## src/common/ac97_pkg.sv

```systemverilog
// shared types and constants of the audio sample bridge, imported by every block
`default_nettype none

package ac97_pkg;

  // ---------------------------------------------------------------------------
  // widths and timing constants
  // ---------------------------------------------------------------------------
  localparam int SAMPLE_W       = 16;  // one audio sample
  localparam int BUS_DATA_W     = 32;  // bus data word
  localparam int BUS_ADDR_W     = 20;  // decoded address bits
  localparam int CODEC_ADDR_W   = 6;   // 64 codec registers
  localparam int STARTUP_CYCLES = 4;   // hold after reset

  typedef struct packed {
    logic [SAMPLE_W-1:0] right;        // upper half of the word
    logic [SAMPLE_W-1:0] left;         // lower half of the word
  } sample_pair_t;

  typedef struct packed {
    logic [BUS_ADDR_W-1:0] addr;
    logic [BUS_DATA_W-1:0] wdata;
    logic                  wen;        // single cycle
    logic                  ren;        // single cycle
  } bus_req_t;

  typedef struct packed {
    logic [BUS_DATA_W-1:0] rdata;      // valid with ack
    logic                  ack;
  } bus_rsp_t;

  // ---------------------------------------------------------------------------
  // register map and status word layout
  // ---------------------------------------------------------------------------
  typedef enum logic [BUS_ADDR_W-1:0] {
    PLAY_DATA   = 20'h00000,           // write left, then right
    REC_DATA    = 20'h00004,           // read left, then right
    STATUS      = 20'h00008,
    FIFO_RESET  = 20'h0000C,           // bit 0 play, bit 1 record
    CODEC_ADDR  = 20'h00010,           // bit 7 recall, bits 6:1 index
    CODEC_RDATA = 20'h00014,
    CODEC_WDATA = 20'h00018
  } reg_addr_e;

  typedef enum logic [2:0] {
    PLAY_FULL, PLAY_HALF_EMPTY, REC_FULL, REC_EMPTY,
    ACCESS_DONE, CODEC_READY, PLAY_UNDERRUN, REC_OVERRUN
  } stat_bit_e;

  typedef enum logic [2:0] {
    NONE,                              // never
    EMPTY,                             // count == 0
    HALF_EMPTY,                        // count <= depth/2 - 1
    HALF_FULL,                         // count >= depth/2
    FULL                               // count == depth
  } irq_level_e;

endpackage

`default_nettype wire

```

## src/bus/ac97_bus_regs.sv

```systemverilog
// register decoder of the bridge, pairs play samples, unpairs record samples, holds status
`timescale 1ns/100ps
`default_nettype none

module ac97_bus_regs (
  input  logic                              clk_adc_125mhz,
  input  logic                              adc_rstn_i,
  input  ac97_pkg::bus_req_t                bus_req_i,
  output ac97_pkg::bus_rsp_t                bus_rsp_o,
  output logic                              play_push_valid_o,
  output ac97_pkg::sample_pair_t            play_push_data_o,
  input  logic                              play_push_ready_i,
  output logic                              play_flush_o,
  output logic                              rec_flush_o,
  input  ac97_pkg::sample_pair_t            rec_head_i,
  output logic                              rec_pop_o,
  input  logic                              play_full_i,
  input  logic                              play_half_empty_i,
  input  logic                              rec_full_i,
  input  logic                              rec_empty_i,
  input  logic                              access_done_i,
  input  logic                              underrun_i,
  input  logic                              overrun_i,
  output logic                              codec_store_o,
  output logic                              codec_recall_o,
  output logic                              codec_addr_write_o,
  output logic [ac97_pkg::CODEC_ADDR_W-1:0] codec_index_o,
  output logic [ac97_pkg::SAMPLE_W-1:0]     codec_wdata_o,
  input  logic [ac97_pkg::SAMPLE_W-1:0]     codec_rdata_i
);

  import ac97_pkg::*;

  localparam int HOLD_W = $clog2(STARTUP_CYCLES + 1);

  logic [HOLD_W-1:0]     hold_ctr;
  logic                  hold, codec_ready;
  logic                  play_is_right, rec_is_right;  // pair phases
  logic [SAMPLE_W-1:0]   play_left;
  logic                  wr_play, wr_reset, wr_cwdata, rd_rec;
  logic [7:0]            status;
  logic [BUS_DATA_W-1:0] rd_mux;

  // ---------------------------------------------------------------------------
  // access decode
  // ---------------------------------------------------------------------------
  assign wr_play            = bus_req_i.wen && (bus_req_i.addr == PLAY_DATA);
  assign wr_reset           = bus_req_i.wen && (bus_req_i.addr == FIFO_RESET);
  assign wr_cwdata          = bus_req_i.wen && (bus_req_i.addr == CODEC_WDATA);
  assign rd_rec             = bus_req_i.ren && (bus_req_i.addr == REC_DATA);
  assign codec_addr_write_o = bus_req_i.wen && (bus_req_i.addr == CODEC_ADDR);
  assign codec_store_o      = codec_addr_write_o && !bus_req_i.wdata[7];
  assign codec_recall_o     = codec_addr_write_o && bus_req_i.wdata[7];
  assign codec_index_o      = bus_req_i.wdata[6:1];

  assign play_flush_o       = hold || (wr_reset && bus_req_i.wdata[0]);
  assign rec_flush_o        = hold || (wr_reset && bus_req_i.wdata[1]);

  assign play_push_valid_o  = wr_play && play_is_right;  // dropped if not ready
  assign play_push_data_o   = '{right: bus_req_i.wdata[SAMPLE_W-1:0], left: play_left};
  assign rec_pop_o          = rd_rec && rec_is_right;    // right read pops

  // ---------------------------------------------------------------------------
  // start-up hold and pair phases
  // ---------------------------------------------------------------------------
  assign hold = (hold_ctr != '0);

  always_ff @(posedge clk_adc_125mhz) begin
    if (!adc_rstn_i) begin
      hold_ctr      <= HOLD_W'(STARTUP_CYCLES);
      codec_ready   <= 1'b0;
      play_is_right <= 1'b0;
      rec_is_right  <= 1'b0;
    end else begin
      if (hold) hold_ctr <= hold_ctr - 1'b1;
      codec_ready <= !hold;
      if (play_flush_o) play_is_right <= 1'b0;
      else if (wr_play) play_is_right <= !play_is_right;
      if (rec_flush_o)  rec_is_right  <= 1'b0;
      else if (rd_rec)  rec_is_right  <= !rec_is_right;
    end
  end

  always_ff @(posedge clk_adc_125mhz) begin
    if (wr_play && !play_is_right) play_left <= bus_req_i.wdata[SAMPLE_W-1:0];
    if (wr_cwdata) codec_wdata_o <= bus_req_i.wdata[SAMPLE_W-1:0];
  end

  // ---------------------------------------------------------------------------
  // read mux and response
  // ---------------------------------------------------------------------------
  always_comb begin
    status                  = '0;
    status[PLAY_FULL]       = play_full_i;
    status[PLAY_HALF_EMPTY] = play_half_empty_i;
    status[REC_FULL]        = rec_full_i;
    status[REC_EMPTY]       = rec_empty_i;
    status[ACCESS_DONE]     = access_done_i;
    status[CODEC_READY]     = codec_ready;
    status[PLAY_UNDERRUN]   = underrun_i;
    status[REC_OVERRUN]     = overrun_i;
  end

  always_comb begin
    rd_mux = '0;                                 // unmapped and write-only
    case (bus_req_i.addr)
      REC_DATA: begin
        if (!rec_empty_i) begin
          rd_mux = BUS_DATA_W'(rec_is_right ? rec_head_i.right : rec_head_i.left);
        end
      end
      STATUS:      rd_mux = BUS_DATA_W'(status);
      CODEC_RDATA: rd_mux = BUS_DATA_W'(codec_rdata_i);
      default:     rd_mux = '0;
    endcase
  end

  always_ff @(posedge clk_adc_125mhz) begin
    if (!adc_rstn_i) begin
      bus_rsp_o <= '0;
    end else begin
      bus_rsp_o.ack   <= bus_req_i.wen || bus_req_i.ren;  // one cycle later
      bus_rsp_o.rdata <= bus_req_i.ren ? rd_mux : '0;
    end
  end

  a_one_access : assert property (@(posedge clk_adc_125mhz) disable iff (!adc_rstn_i)
    !(bus_req_i.wen && bus_req_i.ren))
    else $error("bus write and read in the same cycle");

endmodule

`default_nettype wire

```

## src/ac97_codec_regs.sv

```systemverilog
// mirror of the codec register space, store and recall through the bus decoder
`timescale 1ns/100ps
`default_nettype none

module ac97_codec_regs (
  input  logic                              clk_adc_125mhz,
  input  logic                              adc_rstn_i,
  input  logic                              store_i,
  input  logic                              recall_i,
  input  logic [ac97_pkg::CODEC_ADDR_W-1:0] index_i,
  input  logic [ac97_pkg::SAMPLE_W-1:0]     wdata_i,
  output logic [ac97_pkg::SAMPLE_W-1:0]     rdata_o,        // held between recalls
  output logic                              access_done_o,
  input  logic                              addr_write_i    // clears access done
);

  import ac97_pkg::*;

  typedef enum logic [1:0] {IDLE, RECALL1, RECALL2, DONE} state_e;

  logic [SAMPLE_W-1:0] mem [2**CODEC_ADDR_W];
  logic [SAMPLE_W-1:0] rd_s1, rd_s2;            // recall pipeline
  logic [1:0]          rcl_vld;
  state_e              state;

  always_ff @(posedge clk_adc_125mhz) begin
    if (store_i) mem[index_i] <= wdata_i;
    rd_s1 <= mem[index_i];
    rd_s2 <= rd_s1;
    if (rcl_vld[1]) rdata_o <= rd_s2;           // lands with DONE
  end

  always_ff @(posedge clk_adc_125mhz) begin
    if (!adc_rstn_i) begin
      rcl_vld <= '0;
      state   <= IDLE;
    end else begin
      rcl_vld <= {rcl_vld[0], recall_i};        // back-to-back recalls
      if (addr_write_i) state <= recall_i ? RECALL1 : (store_i ? DONE : IDLE);
      else if (state == RECALL1) state <= RECALL2;
      else if (state == RECALL2) state <= DONE;
    end
  end

  assign access_done_o = (state == DONE);

endmodule

`default_nettype wire

```

## src/ac97_frame_port.sv

```systemverilog
// line side of the bridge, moves one stereo pair each way per sample tick
`timescale 1ns/100ps
`default_nettype none

module ac97_frame_port #(
  parameter int TICK_CTR_MAX = 2604,
  parameter int TICK_FRC_MAX = 5
) (
  input  logic                   clk_adc_125mhz,
  input  logic                   adc_rstn_i,
  input  ac97_pkg::sample_pair_t play_head_i,
  input  logic                   play_empty_i,
  output logic                   play_pop_o,
  input  logic                   play_flush_i,
  input  ac97_pkg::sample_pair_t line_in_i,
  output logic                   rec_push_o,
  output ac97_pkg::sample_pair_t rec_data_o,
  input  logic                   rec_full_i,
  input  logic                   rec_flush_i,
  output ac97_pkg::sample_pair_t line_out_o,
  output logic                   underrun_o,
  output logic                   overrun_o,
  output logic                   sample_tick_o
);

  logic sample_tick;

  ac97_sample_tick #(
    .CTR_MAX (TICK_CTR_MAX),
    .FRC_MAX (TICK_FRC_MAX)
  ) i_sample_tick (
    .clk_adc_125mhz (clk_adc_125mhz),
    .adc_rstn_i     (adc_rstn_i),
    .sample_tick_o  (sample_tick)
  );

  assign sample_tick_o = sample_tick;
  assign play_pop_o    = sample_tick;           // FIFO drops it when empty
  assign rec_push_o    = sample_tick;           // FIFO drops it when full
  assign rec_data_o    = line_in_i;

  // ---------------------------------------------------------------------------
  // line out register and sticky run flags
  // ---------------------------------------------------------------------------
  always_ff @(posedge clk_adc_125mhz) begin
    if (!adc_rstn_i) begin
      line_out_o <= '0;
      underrun_o <= 1'b0;
      overrun_o  <= 1'b0;
    end else begin
      if (sample_tick && !play_empty_i) line_out_o <= play_head_i;
      if (play_flush_i)                    underrun_o <= 1'b0;
      else if (sample_tick && play_empty_i) underrun_o <= 1'b1;  // old pair held
      if (rec_flush_i)                     overrun_o  <= 1'b0;
      else if (sample_tick && rec_full_i)   overrun_o  <= 1'b1;  // pair lost
    end
  end

endmodule

`default_nettype wire

```

## src/ac97_sample_fifo.sv

```systemverilog
// circular stereo-pair FIFO with fill flags and a level interrupt, one per direction
`timescale 1ns/100ps
`default_nettype none

module ac97_sample_fifo #(
  parameter int                  DEPTH     = 16,  // power of two
  parameter ac97_pkg::irq_level_e IRQ_LEVEL = ac97_pkg::NONE
) (
  input  logic                   clk_adc_125mhz,
  input  logic                   adc_rstn_i,
  input  logic                   flush_i,       // empties on the next edge
  input  logic                   push_valid_i,
  input  ac97_pkg::sample_pair_t push_data_i,
  output logic                   push_ready_o,
  input  logic                   pop_i,         // ignored when empty
  output ac97_pkg::sample_pair_t head_o,        // oldest pair
  output logic                   empty_o,
  output logic                   full_o,
  output logic                   half_empty_o,
  output logic                   irq_o
);

  import ac97_pkg::*;

  localparam int PTR_W = $clog2(DEPTH);
  localparam int CNT_W = PTR_W + 1;

  sample_pair_t     mem [DEPTH];
  logic [PTR_W-1:0] wr_ptr, rd_ptr;             // wrap on their own
  logic [CNT_W-1:0] count;
  logic             do_push, do_pop;

  assign push_ready_o = !full_o;
  assign do_push      = push_valid_i && push_ready_o;
  assign do_pop       = pop_i && !empty_o;
  assign head_o       = mem[rd_ptr];

  always_ff @(posedge clk_adc_125mhz) begin
    if (!adc_rstn_i || flush_i) begin
      wr_ptr <= '0;
      rd_ptr <= '0;
      count  <= '0;
    end else begin
      if (do_push) wr_ptr <= wr_ptr + 1'b1;
      if (do_pop)  rd_ptr <= rd_ptr + 1'b1;
      count <= count + CNT_W'(do_push) - CNT_W'(do_pop);
    end
  end

  always_ff @(posedge clk_adc_125mhz) begin
    if (do_push) mem[wr_ptr] <= push_data_i;
  end

  // flags straight from the counter
  assign empty_o      = (count == '0);
  assign full_o       = (count == CNT_W'(DEPTH));
  assign half_empty_o = (count < CNT_W'(DEPTH / 2));

  always_comb begin
    case (IRQ_LEVEL)
      EMPTY:      irq_o = empty_o;
      HALF_EMPTY: irq_o = half_empty_o;
      HALF_FULL:  irq_o = !half_empty_o;
      FULL:       irq_o = full_o;
      default:    irq_o = 1'b0;     // NONE
    endcase
  end

  a_count_bound : assert property (@(posedge clk_adc_125mhz) disable iff (!adc_rstn_i)
    count <= CNT_W'(DEPTH))
    else $error("FIFO count beyond depth");

endmodule

`default_nettype wire

```

## src/ac97_sample_tick.sv

```systemverilog
// fractional clock divider, emits a one-cycle pulse at the audio sample rate
`timescale 1ns/100ps
`default_nettype none

module ac97_sample_tick #(
  parameter int CTR_MAX = 2604,        // short run length in cycles
  parameter int FRC_MAX = 5            // long run after FRC_MAX short ones
) (
  input  logic clk_adc_125mhz,
  input  logic adc_rstn_i,
  output logic sample_tick_o
);

  localparam int CTR_W = $clog2(CTR_MAX + 1);
  localparam int FRC_W = (FRC_MAX > 0) ? $clog2(FRC_MAX + 1) : 1;

  logic [CTR_W-1:0] ctr;               // cycle counter
  logic [FRC_W-1:0] frc;               // tick counter, picks the long run

  always_ff @(posedge clk_adc_125mhz) begin
    if (!adc_rstn_i) begin
      ctr           <= '0;
      frc           <= '0;
      sample_tick_o <= 1'b0;
    end else if (ctr == CTR_W'(CTR_MAX)) begin
      sample_tick_o <= 1'b1;
      if (frc == FRC_W'(FRC_MAX)) begin
        frc <= '0;
        ctr <= '0;                     // one extra cycle
      end else begin
        frc <= frc + 1'b1;
        ctr <= CTR_W'(1);              // short run
      end
    end else begin
      sample_tick_o <= 1'b0;
      ctr           <= ctr + 1'b1;
    end
  end

  a_tick_single : assert property (@(posedge clk_adc_125mhz) disable iff (!adc_rstn_i)
    sample_tick_o |=> !sample_tick_o)
    else $error("sample tick wider than one cycle");

endmodule

`default_nettype wire

```

## src/ac97ctrl_top.sv

```systemverilog
// top level of the audio sample bridge, ties decoder, FIFOs, line port and codec mirror
`timescale 1ns/100ps
`default_nettype none

module ac97ctrl_top #(
  parameter int                   FIFO_DEPTH     = 16,
  parameter int                   TICK_CTR_MAX   = 2604,
  parameter int                   TICK_FRC_MAX   = 5,
  parameter ac97_pkg::irq_level_e PLAY_IRQ_LEVEL = ac97_pkg::HALF_EMPTY,
  parameter ac97_pkg::irq_level_e REC_IRQ_LEVEL  = ac97_pkg::HALF_FULL
) (
  input  logic                   clk_adc_125mhz,
  input  logic                   adc_rstn_i,
  input  ac97_pkg::bus_req_t     bus_req_i,
  output ac97_pkg::bus_rsp_t     bus_rsp_o,
  input  ac97_pkg::sample_pair_t line_in_i,
  output ac97_pkg::sample_pair_t line_out_o,
  output logic                   sample_tick_o,
  output logic                   irq_play_o,
  output logic                   irq_rec_o
);

  import ac97_pkg::*;

  sample_pair_t            play_push_data, play_head, rec_data, rec_head;
  logic                    play_push_valid, play_push_ready, play_flush, rec_flush;
  logic                    play_pop, play_empty, play_full, play_half_empty;
  logic                    rec_push, rec_pop, rec_full, rec_empty;
  logic                    underrun, overrun, access_done;
  logic                    codec_store, codec_recall, codec_addr_write;
  logic [CODEC_ADDR_W-1:0] codec_index;
  logic [SAMPLE_W-1:0]     codec_wdata, codec_rdata;

  ac97_bus_regs i_bus_regs (
    .clk_adc_125mhz     (clk_adc_125mhz),   .adc_rstn_i        (adc_rstn_i),
    .bus_req_i          (bus_req_i),        .bus_rsp_o         (bus_rsp_o),
    .play_push_valid_o  (play_push_valid),  .play_push_data_o  (play_push_data),
    .play_push_ready_i  (play_push_ready),  .play_flush_o      (play_flush),
    .rec_flush_o        (rec_flush),        .rec_head_i        (rec_head),
    .rec_pop_o          (rec_pop),          .play_full_i       (play_full),
    .play_half_empty_i  (play_half_empty),  .rec_full_i        (rec_full),
    .rec_empty_i        (rec_empty),        .access_done_i     (access_done),
    .underrun_i         (underrun),         .overrun_i         (overrun),
    .codec_store_o      (codec_store),      .codec_recall_o    (codec_recall),
    .codec_addr_write_o (codec_addr_write), .codec_index_o     (codec_index),
    .codec_wdata_o      (codec_wdata),      .codec_rdata_i     (codec_rdata)
  );

  ac97_sample_fifo #(.DEPTH(FIFO_DEPTH), .IRQ_LEVEL(PLAY_IRQ_LEVEL)) i_play_fifo (
    .clk_adc_125mhz (clk_adc_125mhz),  .adc_rstn_i   (adc_rstn_i),
    .flush_i        (play_flush),      .push_valid_i (play_push_valid),
    .push_data_i    (play_push_data),  .push_ready_o (play_push_ready),
    .pop_i          (play_pop),        .head_o       (play_head),
    .empty_o        (play_empty),      .full_o       (play_full),
    .half_empty_o   (play_half_empty), .irq_o        (irq_play_o)
  );

  ac97_sample_fifo #(.DEPTH(FIFO_DEPTH), .IRQ_LEVEL(REC_IRQ_LEVEL)) i_rec_fifo (
    .clk_adc_125mhz (clk_adc_125mhz),  .adc_rstn_i   (adc_rstn_i),
    .flush_i        (rec_flush),       .push_valid_i (rec_push),
    .push_data_i    (rec_data),        .push_ready_o (),          // full seen by port
    .pop_i          (rec_pop),         .head_o       (rec_head),
    .empty_o        (rec_empty),       .full_o       (rec_full),
    .half_empty_o   (),                .irq_o        (irq_rec_o)
  );

  ac97_frame_port #(.TICK_CTR_MAX(TICK_CTR_MAX), .TICK_FRC_MAX(TICK_FRC_MAX)) i_frame_port (
    .clk_adc_125mhz (clk_adc_125mhz), .adc_rstn_i    (adc_rstn_i),
    .play_head_i    (play_head),      .play_empty_i  (play_empty),
    .play_pop_o     (play_pop),       .play_flush_i  (play_flush),
    .line_in_i      (line_in_i),      .rec_push_o    (rec_push),
    .rec_data_o     (rec_data),       .rec_full_i    (rec_full),
    .rec_flush_i    (rec_flush),      .line_out_o    (line_out_o),
    .underrun_o     (underrun),       .overrun_o     (overrun),
    .sample_tick_o  (sample_tick_o)
  );

  ac97_codec_regs i_codec_regs (
    .clk_adc_125mhz (clk_adc_125mhz), .adc_rstn_i    (adc_rstn_i),
    .store_i        (codec_store),    .recall_i      (codec_recall),
    .index_i        (codec_index),    .wdata_i       (codec_wdata),
    .rdata_o        (codec_rdata),    .access_done_o (access_done),
    .addr_write_i   (codec_addr_write)
  );

endmodule

`default_nettype wire
```

## config.mk

```make
export PLATFORM = sky130hd
export DESIGN_NAME = ac97ctrl_top
export DESIGN_NICKNAME = d
export VERILOG_FILES = /design/src/common/ac97_pkg.sv /design/src/bus/ac97_bus_regs.sv /design/src/ac97_codec_regs.sv /design/src/ac97_frame_port.sv /design/src/ac97_sample_fifo.sv /design/src/ac97_sample_tick.sv /design/src/ac97ctrl_top.sv
export SDC_FILE = /design/constraint.sdc
export NUM_CORES = 2
export LEC_CHECK = 0
export ABC_AREA = 1
export BUFFER_PORTS_ARGS = -buffer_cell sky130_fd_sc_hd__clkbuf_2
export CELL_PAD_IN_SITES_DETAIL_PLACEMENT = 0
export CELL_PAD_IN_SITES_GLOBAL_PLACEMENT = 1
export CORE_MARGIN = 4
export CORE_UTILIZATION = 54
export DETAILED_ROUTE_END_ITERATION = 7
export MAX_ROUTING_LAYER = met4
export PLACE_DENSITY_LB_ADDON = 0.15
export REMOVE_ABC_BUFFERS = 1
export SLEW_MARGIN = 20
export SYNTH_ARGS = -nofsm -noshare
export SYNTH_HDL_FRONTEND = slang
export SYNTH_HIERARCHICAL = 1
export SYNTH_SLANG_ARGS = --single-unit
```

## constraint.sdc

```tcl
create_clock -name clk_adc_125mhz -period 11.6 [get_ports clk_adc_125mhz]
set_clock_uncertainty 0.05 [all_clocks]
set_input_delay 1.16 -clock clk_adc_125mhz [delete_from_list [all_inputs] [get_ports clk_adc_125mhz]]
set_output_delay 1.16 -clock clk_adc_125mhz [all_outputs]
set_load 0.02 [all_outputs]
```

== Yosys cells after proc, flatten, opt, wreduce, memory -nomap -nowiden ==
Memories as Yosys holds them, arrays and structs flattened. A register that Yosys moved wholly into a read port is not among the register bits.
Cells that the tools add are included.

* $lt $le $gt $ge: 2
* Bitwise operators: 1
* Reduce and logical (&&, ||, !) cells: 42
* Muxes and demuxes: 20
* Add/subtract/negate cells: 11
* Eq/ne operators: 13

{| class="wikitable"
|+ Operators by type and width
! kind !! count
|-
| $pmux 32 s3 || 1
|-
| $eq 20x5->1 const B || 3
|-
| $eq 20x4->1 const B || 2
|-
| $mux 32 || 1
|-
| $eq 20x3->1 const B || 1
|-
| $logic_not 20->1 || 1
|-
| $logic_and 1x1->1 || 18
|-
| $add 4x1->4 const B || 4
|-
| $mux 16 || 1
|-
| $add 12x1->12 const B || 1
|-
| $eq 12x12->1 const B || 1
|-
| $mux 12 || 1
|-
| $logic_not 1->1 || 11
|-
| $add 5x1->5 || 2
|-
| $eq 5x5->1 const B || 2
|-
| $logic_not 5->1 || 2
|-
| $lt 5x4->1 const B || 2
|-
| $mux 2 || 5
|-
| $sub 5x1->5 || 2
|-
| $mux 1 || 8
|-
| $mux 4 || 2
|-
| $reduce_bool 3->1 || 2
|-
| $logic_or 1x1->1 || 5
|-
| $eq 2x2->1 const B || 2
|-
| other kinds (8) || 9
|}

* Word-level logic and storage cells: 115
* Output and inout bits: 68
* Memories: 3
* Bits of input ports: 88
* Memory bits (writable): 2,048
* Register bits after elaboration: 151

{| class="wikitable"
|+ Memory list
! memory !! words !! width !! rd ports !! clocked after memory_dff !! write ports !! line !! source
|-
| i_codec_regs.mem || 64 || 16 || 1 || 1 || 1 || ac97_codec_regs.sv:21 || <nowiki>logic [SAMPLE_W-1:0] mem [2**CODEC_ADDR_W];</nowiki>
|-
| i_play_fifo.mem || 16 || 32 || 1 || 1 || 1 || ac97_sample_fifo.sv:28 || <nowiki>sample_pair_t mem [DEPTH];</nowiki>
|-
| i_rec_fifo.mem || 16 || 32 || 1 || 1 || 1 || ac97_sample_fifo.sv:28 ||
|}

== Depth between registers and ports, before layout ==
* Depth after elaboration: 6
* Depth in mapped cells: 22
* Mapped depth without buffers: 21

== By module ==
The synthesis kept the hierarchy.

{| class="wikitable"
|+ Modules (own cells, without submodules)
! module !! instances !! sequential area each (µm²) !! cells each !! area each (µm²)
|-
| ac97_codec_regs || 1 || 31,950.6 || 4,304 || 44,505.2
|-
| ac97_sample_fifo at i_play_fifo || 1 || 15,715.1 || 2,201 || 22,928.2
|-
| ac97_sample_fifo at i_rec_fifo || 1 || 15,715.1 || 2,201 || 22,924.5
|-
| ac97_bus_regs || 1 || 1,421.4 || 288 || 2,770.2
|-
| ac97_frame_port || 1 || 680.7 || 253 || 1,734.2
|-
| ac97_sample_tick || 1 || 320.3 || 123 || 834.6
|}

== Least setup slack after synthesis ==
Ideal clock, no wire load.

* Path kind: input to register
* Start point: input bus_req_i[49] in the netlist's numbering
* End point: memory i_codec_regs.mem[80][0], in the netlist i_codec_regs/mem[40][0] (enable)
* Path buffers: 2
* Setup time: 0.430 ns
* Slack: 7.001 ns
* Stages on the path: 11
* Arrival: 4.119 ns
* Required time: 11.120 ns
* Path through: nor2_1 -> nand2_1 -> nor2_4 -> buf_4 -> nand2_1 -> nor2_1 -> inv_1 -> nor2_1 -> clkbuf_1 -> inv_1 -> nor4_1

* Cells in the longest elaborated chain, start to end: 5

{| class="wikitable"
|+ Ends and longest elaborated chain
! element !! line !! source
|-
| start: declaration || ac97ctrl_top.sv:14 || <nowiki>input ac97_pkg::bus_req_t bus_req_i,</nowiki>
|-
| $eq 20x5->1 || ac97_bus_regs.sv:51 || <nowiki>assign codec_addr_write_o = bus_req_i.wen && (bus_req_i.addr == CODEC_ADDR);</nowiki>
|-
| $logic_and 1x1->1 || ac97_bus_regs.sv:51 ||
|-
| net codec_addr_write || ac97ctrl_top.sv:30 || <nowiki>logic codec_store, codec_recall, codec_addr_write;</nowiki>
|-
| $logic_and 1x1->1 || ac97_bus_regs.sv:52 || <nowiki>assign codec_store_o = codec_addr_write_o && !bus_req_i.wdata[7];</nowiki>
|-
| net codec_store || ac97ctrl_top.sv:30 ||
|-
| $mux 1 || ac97_codec_regs.sv:27 || <nowiki>if (store_i) mem[index_i] <= wdata_i;</nowiki>
|-
| $mux 1 (not written as such) || ac97_codec_regs.sv:27 ||
|-
| end: declaration || ac97_codec_regs.sv:21 ||
|}

The timed path passes the listed nets, and every way through them passes these cells.

== Worst setup path after layout ==
* Start point: input bus_req_i[49] in the netlist's numbering
* End point: memory i_codec_regs.mem[92][5], in the netlist i_codec_regs/mem[46][5] (enable)

Same word-level chain as after synthesis.

==> impl_metrics.py <==
metrics = {
    "outcome": {
        "status": "completed",
    },
    "min_path": {
        "holdPathEnd": "i_codec_regs/rd_s2[11]",
        "min_path_cells": 0,
        "min_from": "i_codec_regs/rd_s1[11]",
        "hold_class": "reg2reg",
    },
    "setup_path": {
        "critPathRequiredTime_ns": 12.01,
        "rr_worst_depth": 11,
        "end_kind": "flop",
        "cp.arrival_ns": 5.45,
        "startpoint_type": "input pin",
        "reg2reg_slack_ns": 7.57,
        "critPathKind": "in2reg",
        "crit_chain": "clkbuf_2 -> nor2_1 -> nand2_1 -> nor2_4 -> nand2_1 -> nor2_1 -> inv_1 -> nor2_1 -> nand4_1 -> nor2_2",
        "reg2reg_to": "i_frame_port/line_out_o[5]",
        "max_stage_delay_ns": 1.20,
        "cp_slowest_cell": "nor2_2",
        "critPathMostFrequentCell": "nor2_1",
        "critPathMaxFanout": 22,
    },
    "place": {
        "dp.cells": 11501,
        "pre_cts_ws_ns": 5.81,
        "io_buffers": 123,
        "dpl.hpwl_mm": 128,
        "gp_congestion": 0.817,
    },
    "floorplan": {
        "die_w_um": 429,
        "fp-row-count": 154,
        "core_um2": 176000,
        "pin_count": 156,
        "dieArea_um2": 184000,
        "chipHeight_um": 429,
        "start_util": 0.543,
    },
    "sta": {
        "layout_min_cycle_time_ns": 5.04,
        "slew_headroom": 0.217,
        "finalSetupViolations": 0,
        "rsz0062_at_grt": "false",
        "fmax_mhz": 198,
        "fin_ws_ns": 6.56,
        "min_period_over_period": 0.435,
        "hold_viol": 0,
        "maxSlewViolCount": 0,
        "worst_slew_pin_slew_ns": 1.17,
        "tns_ns": 0,
    },
    "clock_tree": {
        "holdBufCountCts": 0,
        "clk_latency_ns": 0.85,
        "numCtsBuffers": 228,
        "cts_max_level": 4,
        "cts_max_path_buffers": 3,
        "cts_resized": 0,
        "root_buffer": "clkbuf_16",
        "clkSinkCount": 2239,
        "clk_pin_slew_worst_paths_ns": 0.06,
        "cts_tree": "built",
        "postCtsSetupRepairBufs": 0,
    },
    "finish": {
        "fin_cells": 11945,
        "nNetsFinal": 9510,
        "syn2layout_area_growth_pct": 9.92,
        "regArea_um2": 65800,
        "multi_input_area_um2": 23500,
        "drive_gt1_frac": 0.0752,
        "nFillCells": 14450,
    },
    "global_route": {
        "grt_max_degree": 199,
        "grt_pass1_wl_mm": 366,
        "grt_use_total": 0.269,
        "antenna_found_initial": 10,
        "grt_overflow": 0,
        "grt_pass1_vias": 59183,
    },
    "detailed_routing": {
        "drc": 0,
        "ant_nets": 0,
        "viasPerCell": 5.26,
        "first_pass_iters": 6,
        "vias": 62772,
        "drt_iter0_markers": 5783,
        "wire_per_inst_um": 20.4,
        "wirelength_mm": 244,
    },
    "pwr": {
        "power_leakage_nw": 44.0,
        "p_per_area_nw_per_um2": 156,
        "vdd_ir_drop_max_v": 0.000146,
    },
    "job": {
        "drv_cap": 0,
    },
    "logic_synthesis": {
        "synth-seq-cells": 2239,
        "synth_largest_area_cell": "edfxtp_1",
        "seq_area_frac_synth": 0.688,
        "ys_types": 43,
        "syn_area_per_cell_um2": 10.2,
        "synth_top_flop_cell": "edfxtp_1",
        "synth_edf_count": 2096,
        "syn_area_um2": 95700,
        "synth_top_area_frac": 0.658,
        "synth-async-reset-ratio": 0,
        "ys_warn_count": 6,
        "synth_area_leaders": "edfxtp_1 66%, nand2_1 17%, nand3_1 4.4%, inv_1 3.6%, dfxtp_1 3.0%",
        "syn_inst": 9370,
    },
}
-- cell usage after synthesis (14+ instances only) --
| master | instances |
|---|---|
| buf_6 | 66 |
| ha_1 | 28 |
| mux2i_1 | 16 |
| buf_4 | 108 |
| nand4_1 | 32 |
| nor2_2 | 14 |
| nor2_1 | 328 |
| inv_2 | 16 |
| inv_1 | 929 |
| nand2_1 | 4323 |
| dfxtp_1 | 143 |
| nand3_1 | 834 |
| o21ai_0 | 15 |
| buf_2 | 212 |
| edfxtp_1 | 2096 |
| a21oi_1 | 21 |
| clkbuf_1 | 76 |
| buf_1 | 46 |
-- flip-flops by register name, summed over array words and instances, names as in the netlist, 5 cells and up, named ones only --
signal and count:
i_bus_regs/codec_wdata_o 16, i_bus_regs/play_left 16, i_rec_fifo/count 5, i_frame_port/i_sample_tick/ctr 12, i_codec_regs/mem 1024, i_frame_port/line_out_o 32, i_bus_regs/bus_rsp_o 17, i_codec_regs/rd_s2 16
i_play_fifo/count 5, i_codec_regs/rdata_o 16, i_codec_regs/rd_s1 16, i_play_fifo/mem 512, i_rec_fifo/mem 512
-- how the worst max path moves through the flow --
stage / start / to / cells after the start
finish: bus_req_i[49] / i_codec_regs/mem[46][5] / 10
global route: bus_req_i[49] / i_codec_regs/mem[46][5] / 10
CTS: bus_req_i[49] / i_codec_regs/mem[46][5] / 10
detailed placement: bus_req_i[49] / i_codec_regs/mem[46][5] / 10
global placement: bus_req_i[49] / i_codec_regs/mem[46][4] / 10
floorplan: flop / i_bus_regs/bus_rsp_o[6] / 11
-- kinds of logic after synthesis --
family / synth area share
AO/OA/AOI/OAI: 0.00293
XOR/XNOR: 0.000732
adder cells (fa/ha/maj): 0.00408
buffers and inverters: 0.0701
flip-flops: 0.688
multiplexers: 0.00167
other: 0.0000392
AND/OR/NAND/NOR: 0.233
-- layout by cell type, fill, tap and decap left out, types with 4 or more instances in the layout --
cell / synthesis / final
clkbuf_2: 0 / 119
clkinv_8: 0 / 4
bufinv_16: 0 / 17
ha_1: 28 / 28
conb_1: 1 / 16
clkinvlp_4: 0 / 9
dfxtp_1: 143 / 134
xor2_1: 6 / 6
dfxtp_4: 0 / 4
mux2i_1: 16 / 16
diode_2: 0 / 8
nor2_4: 7 / 39
clkinv_1: 0 / 51
nand2_1: 4323 / 4323
nand3_1: 834 / 834
inv_6: 0 / 10
nor3_4: 7 / 7
a21oi_1: 21 / 21
clkbuf_8: 0 / 10
clkbuf_16: 0 / 236
nor2_2: 14 / 19
clkbuf_1: 76 / 63
nand4_1: 32 / 32
inv_1: 929 / 926
inv_2: 16 / 13
o21ai_0: 15 / 15
o21ai_1: 6 / 6
edfxtp_1: 2096 / 2096
nor2_1: 328 / 291
clkinv_2: 0 / 36
o211ai_1: 5 / 5
inv_4: 4 / 4
buf_4: 108 / 162
dfxtp_2: 0 / 5
-- area by class of cell --
type / instances / share of cell area
clock buffer: 309 / 0.0597
tap: 2340 / 0.0278
multi-input combinational: 5686 / 0.224
sequential: 2239 / 0.626
inverter: 949 / 0.0342
antenna: 8 / 0.000190
clock inverter: 126 / 0.0104
timing repair buffer: 288 / 0.0182
-- worst max-delay path, delay by kind of cell --
family                 cells  cell delay, ns
AND/OR/NAND/NOR            8            4.08
buffers and inverters      2            0.17
-- stage by stage --
stage	hold WS [ns]	instance area [µm²]	power, W	util
2_1_floorplan	0.260	92600	0.00920	-
3_3_place_gp	0.264	97800	0.00941	0.555
3_5_place_dp	0.262	97800	0.00942	0.555
4_1_cts	0.275	105000	0.0166	0.597
5_1_grt	0.278	105000	0.0170	0.597
6_report	0.275	105000	0.0164	0.597
-- per-layer routing --
| layer | wire length (µm) | global-route usage | vias up |
|---|---|---|---|
| li1 | - | - | 30163 |
| met1 | 101000 | 0.347 | 30310 |
| met2 | 121000 | 0.446 | 1883 |
| met3 | 13900 | 0.0321 | 416 |
| met4 | 7950 | 0.0924 | 0 |
| met5 | 0 | - | - |
-- where the power goes --
group	leakage (nW)	total, W	internal, W	switching (W)
Sequential	20.0	0.00878	0.00877	0.0000105
Clock	3.59	0.00719	0.00416	0.00303
Combinational	20.4	0.000469	0.000112	0.000356
Total	44.0	0.0164	0.0130	0.00340
(Power assumes the default switching activity.)
